**src/hdl/rv32_stage_reg.sv**
```systemverilog
// Pipeline stage register holding one valid-tagged payload of any packed type.
`timescale 1ns/100ps
`default_nettype none

module rv32_stage_reg #(
    parameter type payload_t = logic [31:0]
) (
    input  logic     clk,
    input  logic     rst_n,
    input  logic     advance,
    input  logic     in_valid,
    input  payload_t in_data,
    output logic     out_valid,
    output payload_t out_data
);

    // Bubbles load an all-zero payload so downstream sees a no-op.
    always_ff @(posedge clk or negedge rst_n) begin
        if (!rst_n) begin
            out_valid <= 1'b0;
            out_data  <= '0;
        end else if (advance) begin
            out_valid <= in_valid;
            if (in_valid) begin
                out_data <= in_data;
            end else begin
                out_data <= '0;
            end
        end
    end

    // An empty stage must look like MEM_NONE to the LSU.
    a_bubble_zero: assert property (
        @(posedge clk) disable iff (!rst_n)
        !out_valid |-> (out_data == '0)
    );

endmodule

`default_nettype wire

```
**config.mk**
```make
export PLATFORM = sky130hd
export DESIGN_NAME = rv32_stage_reg
export DESIGN_NICKNAME = d
export VERILOG_FILES = /design/src/hdl/rv32_stage_reg.sv
export SDC_FILE = /design/constraint.sdc
export NUM_CORES = 1
export LEC_CHECK = 0
export BUFFER_PORTS_ARGS = -buffer_cell sky130_fd_sc_hd__buf_4
export CAP_MARGIN = 40
export CORE_MARGIN = 3
export CORE_UTILIZATION = 44
export DETAILED_ROUTE_END_ITERATION = 7
export GPL_ROUTABILITY_DRIVEN = 0
export PLACE_DENSITY = 0.78
export SLEW_MARGIN = 15
export SYNTH_ARGS = -nofsm -noshare
export SYNTH_HDL_FRONTEND = slang
export SYNTH_SLANG_ARGS = --single-unit
```
**constraint.sdc**
```tcl
create_clock -name clk -period 1 [get_ports clk]
set_input_delay 0.2 -clock clk [delete_from_list [all_inputs] [get_ports clk]]
set_output_delay 0.2 -clock clk [all_outputs]
set_load 0.01 [all_outputs]
```
==> results_dict.tcl <==
set metrics [dict create \
    diodes 0 \
    io_buffers 68 \
    placementRows 19 \
    start_util_pct 48.03 \
    syn_nets 177 \
    crit_type "reg2out" \
    synth_compound_area_share_pct 11.69 \
    insertion_delay_ps 310 \
    nets 257 \
    r2r-end "out_data[1]" \
    wl_mm 3.357 \
    worst_slack_ps -62.44 \
    r2r_cells 4 \
    design.die.area_sq_um 3819 \
    clkTransAtPathRegs_ps 100 \
    clkSinkCount 33 \
    fp.dieW_um 61.80 \
    vdd_drop_max_uv 961.4 \
    vias 1216 \
    synth_warnings 0 \
    cp_cell_sequence "buf_6" \
    min_period_ps 1062 \
    grt_pass1_vias 1203 \
    worstPathArrival_ps 860 \
    syn-cell-area_sq_um 1370 \
    period_share_pct 106.2 \
    syn_avg_cell_area_sq_um 9.717 \
    ioPinCount 69 \
    holdPathEnd "out_data[12]" \
    synth_cell_type_count 11 \
    rsz0062_at_grt "yes" \
    p_total_w 0.002909 \
    whs_path_depth 3 \
    worstMarginPinSlew_ps 412.5 \
    drc 0 \
    grt_pass1_wl_mm 4.961 \
    grt_use_total_pct 17.82 \
    first_pass_iters 4 \
    power.density_nw_per_um2 1351 \
    min-delay-start "in_data[12]" \
    startpoint_type "register" \
    finalHoldViolCount 0 \
    antenna_found_initial 0 \
    grt_start_max_net_pins 35 \
    die_h_um 61.80 \
    ant_nets 0 \
    core_area_sq_um 2853 \
    grt_overflow 0 \
    crit_slowest_cell "dfrtp_1" \
    path_delay_family "flip-flops" \
    synth_cells 141 \
    cpPeakStageDelay_ps 420 \
    synth-adder-area-share_pct 0 \
    status "finished, violations left" \
    required_ps 800 \
    skew_ps 0 \
    via_per_inst 4.825 \
    area_growth_pct 57.17 \
    cts-buffers-inserted 5 \
    cts_tree "yes" \
    leakage_nw 1.090 \
    hold_class "in2reg" \
    ys_seq_area_share_pct 60.27 \
    critPathCaptureType "primary output" \
    synth_mux_area_share_pct 0.8219 \
    setup_violations 33 \
    synth-seq-cells 33 \
    final_cell_area_sq_um 2153 \
    place_area_sq_um 1867 \
    cp.buffers_inverters 1 \
    wire_per_inst_um 13.32 \
    clockBufferDepth 2 \
    r2r_setup_slack_ps 140 \
    synthSimpleGateAreaFrac_pct 11.69 \
    fmax_ghz 0.9412 \
    htree_levels 2 \
    reg2reg_from "out_data[1]" \
    synth-xor-area-share_pct 0 \
    slew_violations 0 \
    hpwl_mm 2.350 \
    slew_headroom_pct 72.50 \
    maxCapViolations 0 \
    failed_checks "setup timing" \
    path_max_fanout 2 \
    synth_top_family_by_area "buffers and inverters" \
    drive_above_1_share_pct 40.72 \
    root_buffer "clkbuf_4" \
    drt-initial-drc-count 65 \
    final_core_util_pct 75.48 \
    post-place-ws_ps 153.5 \
    finalSetupTns_ps -1223 \
]
-- where the power goes --
part           switching (W)  internal, W
registers          0.0000766      0.00144
logic               0.000268     0.000397
clock network       0.000397     0.000332
total               0.000741      0.00217
-- layout by cell type (no fill, tap or decap), drive strengths merged --
| cell type | n |
|---|---|
| buf | 83 |
| dfrtp | 33 |
| inv | 32 |
| clkbuf | 7 |
| mux2 | 1 |
| dlygate4sd3 | 1 |
| nand3 | 32 |
| o21ai | 32 |
-- worst max-delay path by stage --
stage                      start      endpoint  slack [ps]  depth (start not counted)
detailed placement      in_valid     out_valid         150                          2
CTS                 out_data[20]  out_data[20]         -80                          1
global route        out_data[20]  out_data[20]        -100                          1
finish              out_data[20]  out_data[20]         -60                          1
global placement        in_valid     out_valid         170                          2
floorplan              out_valid     out_valid         230                          1
-- metrics by stage --
stage / std cells / hold WS, ps
6_report: 252 / 115.0
2_1_floorplan: 141 / -95.59
5_1_grt: 252 / 117.1
3_5_place_dp: 231 / 161.9
4_1_cts: 245 / 101.8
3_3_place_gp: 231 / 156.4
-- metal layers --
| layer | share of wire, % | track usage [%] | vias up |
|---|---|---|---|
| met5 | 0 | 0 | - |
| met4 | 0.80 | 5.758 | 0 |
| met3 | 5.6 | 5.372 | 4 |
| met2 | 54 | 32.74 | 39 |
| met1 | 39 | 19.52 | 565 |
| li1 | - | - | 608 |
-- tightest hold or removal path: cells and delay by family --
kind / cells / cell delay (ps)
and+or+nand+nor: 1 / 60
buffers and inverters: 1 / 80
AOI/OAI and AO/OA: 1 / 60
-- cells in the mapped netlist, drive strengths merged --
cell type | instances | area [sq um]
mux2 | 1 | 11.26
buf | 9 | 83.82
clkbuf | 2 | 8.750
nand3 | 32 | 160.2
o21ai | 32 | 160.2
dfrtp | 33 | 825.8
inv | 32 | 120.1
-- cell families (layout without fill, tap and decap cells) --
| group | after synthesis | count (layout) |
|---|---|---|
| compound gates | 32 | 32 |
| buf+inv | 43 | 123 |
| flops | 33 | 33 |
| mux | 1 | 1 |
| simple gates | 32 | 32 |
-- layout make-up --
class | instances | area (sq um)
inverter | 32 | 120.1
timing repair buffer | 84 | 782.0
multi-input combinational | 65 | 331.6
sequential | 33 | 825.8
fill | 221 | 699.4
tap | 31 | 38.79
clock buffer | 7 | 55.05
-- flip-flops by register name, indices dropped and copies added, names as in the netlist --
name / count
out_data: 32
out_valid: 1
-- what timing repair did --
item,CTS,global route
endpoints found under the setup margin,33,33
cloned,0,0
gates resized for setup,33,0
buffers inserted,6,7
hold buffers,1,0
hold endpoints to repair,33,0
Note: power is estimated with default switching activity, not from simulation.
