===== src/common/rv32_isa_pkg.sv =====
// Instruction-side types for the RV32 memory stage: memory ops and pipeline payloads.
`default_nettype none

package rv32_isa_pkg;

    localparam int XLEN = 32; // Data word width.

    // Memory operation carried by a decoded instruction.
    typedef enum logic [3:0] {
        MEM_NONE = 4'd0,
        MEM_LB,
        MEM_LH,
        MEM_LW,
        MEM_LBU,
        MEM_LHU,
        MEM_SB,
        MEM_SH,
        MEM_SW
    } mem_op_t;

    // Fields of the decoded instruction the memory stage needs.
    typedef struct packed {
        mem_op_t    mem_op;
        logic [4:0] rd;
    } decoded_instr_t;

    // Execute-to-memory payload.
    typedef struct packed {
        decoded_instr_t  decoded_instr;
        logic [XLEN-1:0] mem_addr;  // Effective address.
        logic [XLEN-1:0] wb_result; // ALU result or store data.
    } exec_buffer_data_t;

    // Memory-to-writeback payload.
    typedef struct packed {
        logic [4:0]      rd;
        logic [XLEN-1:0] data;
    } writeback_t;

endpackage

`default_nettype wire


===== src/common/rv32_mem_pkg.sv =====
// Data memory side types and sizes for the RV32 memory stage.
`default_nettype none

package rv32_mem_pkg;

    // Memory geometry.
    localparam int MEM_WORDS = 256;
    localparam int MEM_AW    = 8;  // Word address width, log2 of MEM_WORDS.

    // Request from the load/store unit.
    // Store data arrives already replicated into its byte lanes.
    typedef struct packed {
        logic [rv32_isa_pkg::XLEN-1:0] addr;
        rv32_isa_pkg::mem_op_t         op;
        logic [rv32_isa_pkg::XLEN-1:0] data;
    } memory_request_t;

    // Response back to the load/store unit.
    // Ready is a level, high for one cycle per access.
    typedef struct packed {
        logic [rv32_isa_pkg::XLEN-1:0] data;
        logic                          ready;
    } memory_response_t;

endpackage

`default_nettype wire


===== src/lsu/rv32_load_store_unit.sv =====
// Load/store unit: forms memory requests, aligns and extends load data, builds write-back.
`timescale 1ns/100ps
`default_nettype none

module rv32_load_store_unit (
    input  rv32_isa_pkg::exec_buffer_data_t exec_data,
    output rv32_mem_pkg::memory_response_t  response,
    output rv32_isa_pkg::writeback_t        result,
    output rv32_mem_pkg::memory_request_t   data_request,
    input  rv32_mem_pkg::memory_response_t  data_response
);

    import rv32_isa_pkg::*;
    import rv32_mem_pkg::*;

    mem_op_t         op;
    logic [1:0]      offset;
    logic [7:0]      byte_lane;
    logic [15:0]     half_lane;
    logic [XLEN-1:0] load_data;
    logic            is_load;

    assign op     = exec_data.decoded_instr.mem_op;
    assign offset = exec_data.mem_addr[1:0];

    // Request side. Store data goes out replicated across lanes.
    always_comb begin
        data_request.addr = exec_data.mem_addr;
        data_request.op   = op;
        case (op)
            MEM_SB:  data_request.data = {4{exec_data.wb_result[7:0]}};
            MEM_SH:  data_request.data = {2{exec_data.wb_result[15:0]}};
            default: data_request.data = exec_data.wb_result;
        endcase
    end

    // Lane selection.
    always_comb begin
        case (offset)
            2'd0:    byte_lane = data_response.data[7:0];
            2'd1:    byte_lane = data_response.data[15:8];
            2'd2:    byte_lane = data_response.data[23:16];
            default: byte_lane = data_response.data[31:24];
        endcase
        case (offset)
            2'd0:    half_lane = data_response.data[15:0];
            2'd2:    half_lane = data_response.data[31:16];
            default: half_lane = '0; // Misaligned reads as zero.
        endcase
    end

    // Extension and ready. Non-memory ops never wait.
    always_comb begin
        load_data      = '0;
        is_load        = 1'b1;
        response.ready = data_response.ready;
        case (op)
            MEM_LB:  load_data = {{24{byte_lane[7]}}, byte_lane};
            MEM_LBU: load_data = {24'd0, byte_lane};
            MEM_LH:  load_data = {{16{half_lane[15]}}, half_lane};
            MEM_LHU: load_data = {16'd0, half_lane};
            MEM_LW: begin
                if (offset == 2'd0) begin
                    load_data = data_response.data;
                end
            end
            MEM_SB, MEM_SH, MEM_SW: begin
                is_load = 1'b0; // Stores still wait on memory.
            end
            default: begin
                is_load        = 1'b0;
                response.ready = 1'b1;
            end
        endcase
        response.data = load_data;
    end

    // Write-back value.
    always_comb begin
        result.rd = exec_data.decoded_instr.rd;
        if (is_load) begin
            result.data = load_data;
        end else begin
            result.data = exec_data.wb_result;
        end
    end

endmodule

`default_nettype wire


===== config.mk =====
export PLATFORM = sky130hd
export DESIGN_NAME = rv32_load_store_unit
export DESIGN_NICKNAME = d
export VERILOG_FILES = /design/src/common/rv32_isa_pkg.sv /design/src/common/rv32_mem_pkg.sv /design/src/lsu/rv32_load_store_unit.sv
export SDC_FILE = /design/constraint.sdc
export NUM_CORES = 1
export LEC_CHECK = 0
export BUFFER_PORTS_ARGS = -buffer_cell sky130_fd_sc_hd__buf_2
export CORE_AREA = 2 2 95 97
export DETAILED_ROUTE_END_ITERATION = 8
export DIE_AREA = 0 0 97 99
export GPL_ROUTABILITY_DRIVEN = 0
export SLEW_MARGIN = 20
export SYNTH_ARGS = -nofsm -noshare
export SYNTH_HDL_FRONTEND = slang
export SYNTH_SLANG_ARGS = --single-unit

===== constraint.sdc =====
create_clock -name vclk -period 5.4
set_input_delay 0.81 -clock vclk [all_inputs]
set_output_delay 0.81 -clock vclk [all_outputs]
set_load 0.1 [all_outputs]

==> results.md <==
- The signal on the critical path passes through buf_2 > nand3b_1 > a2111oi_2 > buf_4 > a221o_2 > a21o_1 > buf_2.
- The count of input and output buffers is 174.
- The post-synthesis sequential area ratio is 0%.
- The time the worst path needs with I/O delays and setup is 4.07 ns.
- The repair_antennas step left the layout with diodes totalling 0.
- For the worst setup path, the data arrival time is 3.26 ns.
- Leaving out fill and tap cells, the most frequent cell in the layout is buf_2.
- In this run, post-CTS hold repair placed 0 buffers.
- The adder-cell area share of the yosys netlist is 0%.
- For this run, the post-layout net count is 481.
- The estimated wirelength of the detail-placed design is 6680 um.
- The kind of start point of the critical path is an input port.
- The number of nets handed over by synthesis was 373.
- The fmax is 246 MHz.
- The number of fill cells in the layout is 964.
- The boundary pin count is 244.
- The combinational family with the most area after synthesis is multiplexers.
- After layout, the design draws a total of 0.581 mW.
- The cell seen most often among critical-path stages is buf_2.
- After detailed routing, the met2 layer carries 4410 um of wire.
- The via count is 2,413.
- The flow ran to the end, and the final reports show no timing, DRC or antenna violations.
- The final number of max-transition violations came to 0.
- The hold violation total from the final report came to 0.
- The initial utilization of the core area, before any placement, comes to 22.7%.
- The required time of the worst setup path is 4.59 ns.
- VDD sags by at most 0.172 mV.
- The overall fraction of global-route tracks in use is 15.6%.
- The violation count after the first detailed-route iteration is 109.
- The area fraction in compound gates after synthesis is 20.5%.
- The tightest hold path in the finished design has a slack of 1.62 ns.
- A synthesized cell averages 7.26 um2.
- The count of instances resized after the clock tree is built is 0.
- For this run the aggregate overflow at the end of global routing stands at 0.
- The worst setup path is captured at an output port.
- The area share of and/or/nand/nor cells after synthesis is 23.4%.
- The core region is 8550 um2.
- The number of antenna violations at the first check in global routing is 0.
- Multiplexer cells account for 28.4% of the synthesized area.
- The count of non-filler cells in the finished layout is 481.
- Counting the clock-network buffers in the layout gives 0.
- The cell count after synthesis came out at 267.
- The fraction of the cycle the final worst path needs is 75.3%.
- Setup repair after global routing left no endpoint under its margin.
- The total of endpoints with negative setup slack in the final report is 0.
- The total of max-cap violations is 0.
- The number of different library cells in the post-synthesis netlist is 33.
- The xor/xnor share of the synthesized area is 0.904%.
- Entering global routing, the biggest net connects 33 pins.
- Power spread over the standard cell area amounts to 232 nW/um2.
- Yosys printed 0 warnings.
- The critical path is of the in2out type.
- The global-route wire length before repair is 12,200 um.
- The residual DRC count is 0.
- The floorplan step defined a die boundary enclosing 9600 um2.
- The total iterations of the first detailed-routing run is 4.
- The layout overhead on the synthesized area is 29.4%.
- Measured on the finished design, the core utilization comes to 29.3%.
- The routed design uses 688 um of met3 wire.
- Counting tap cells, the placed design contains a total of 481 instances.
- In the layout the commonest cells are 174 x buf_2, 56 x nand2_1, 24 x nand3_1, 19 x mux2i_1.
- The share of layout cells above drive strength 1 is 57.9%.
- The detail-routed via count per cell is 5.02.
- The number of global-route vias before repair is 2,227.
- Adding up every negative setup slack in the final design gives 0 ns.
- In this run the horizontal extent of the chip is 97 um.
- The startpoint of the most critical hold path is exec_data[38].
- In this run the top signal layer used is met4.
- The floorplan has 34 rows.
- The path category of the worst min-delay check is in2out.
- The cell with the largest stage delay on the worst path is a2111oi_2.
- The number of sequential storage elements is 0.
- The end point of the most critical hold path is data_request[42].
- In this run the tightest slew margin relative to its limit is 26.7%.
- The post-detailed-route count of antenna-violating nets is 0.
- The total detailed-routing wirelength is 8490 um.
- The largest fanout on the critical path is 19.
- The met1 layer wirelength in the final routing is 3260 um.
- The netlist area before placement is 1940 um2.
- In the final layout, flip-flops and latches occupy 0 um2.
- For this run, the slowest stage of the critical path takes 0.72 ns.
- In this run the static leakage power is 1.55 nW.
- The number of cells traversed by the worst hold path is 0.
- In the final routed layout, each cell accounts on average for 17.7 um.
- The count of buffers added by post-CTS timing repair for setup is 0.
- At the pin with the least slew margin, the transition time is 1.10 ns.
- The die boundary height is 99 um.
synthesized netlist by cell type:
master	number	share of area [%]
a2111oi_0	1	0.45
nand2b_1	2	0.65
and4b_1	1	0.52
inv_1	8	1.5
or3b_4	1	0.58
nand3b_1	2	0.77
nor4bb_1	1	0.52
buf_2	13	3.4
nor4b_1	3	1.4
nor2_2	1	0.32
a2111oi_2	1	0.77
and2_1	1	0.32
o221ai_1	7	3.2
mux4_2	8	9.3
nand3_1	24	6.2
xnor2_1	2	0.90
o31ai_2	1	0.65
buf_4	52	20
a221o_2	7	4.1
a2111oi_4	1	1.4
nand2_1	56	11
o21ai_0	8	2.1
a211o_1	3	1.4
or3_1	1	0.32
nor2_1	1	0.19
or4b_2	1	0.52
a21o_1	16	6.2
o211ai_1	1	0.39
mux2_2	16	9.3
mux2i_1	19	9.8
clkbuf_1	6	1.2
buf_6	1	0.58
nor3_1	1	0.26
worst max-delay path by stage:
stage	startpoint	cells past startpoint	end	slack, ns
finish	exec_data[69]	7	result[14]	1.33
global placement	exec_data[33]	6	result[22]	1.26
floorplan	exec_data[71]	5	result[0]	0.52
global route	exec_data[72]	6	result[15]	1.23
detailed placement	exec_data[72]	6	result[15]	1.30
CTS	exec_data[72]	6	result[15]	1.30
per-stage QoR:
stage | setup slack, ns | cell area [um2]
after floorplan | 0.523 | 1940
after global placement | 1.26 | 2490
after detailed placement | 1.30 | 2510
after CTS | 1.30 | 2510
after global routing | 1.23 | 2510
final | 1.33 | 2510
per-layer routing:
metal | global-route usage [%] | vias up
met2 | 29.5 | 126
li1 | - | 1133
met1 | 19.2 | 1140
met4 | 2.93 | 0
met5 | 0 | -
met3 | 1.63 | 14
report_power, final:
part | internal, mW | switching (mW)
clock | 0 | 0
sequential | 0 | 0
combinational | 0.101 | 0.480
total | 0.101 | 0.480
final cells by class:
| class | instances | area, um2 | area share (%) |
|---|---|---|---|
| inverter | 8 | 30.0 | 1.20 |
| timing repair buffer | 178 | 908 | 36.2 |
| multi-input combinational | 187 | 1430 | 57.2 |
| tap | 108 | 135 | 5.39 |
logic make-up (layout without fill, tap and decap cells):
kind of cell              Yosys count  after routing
xor gates and xnor gates            2              2
muxes                              43             43
and+or+nand+nor                    96             96
buffers and inverters              80            186
AOI/OAI and AO/OA                  46             46
critical path, delay by kind of cell:
family                 cells  cell delay, ns
buffers and inverters      3            1.13
AOI/OAI and AO/OA          3            0.99
and+or+nand+nor            1            0.32
No activity file was read; power rests on OpenSTA's default activity.
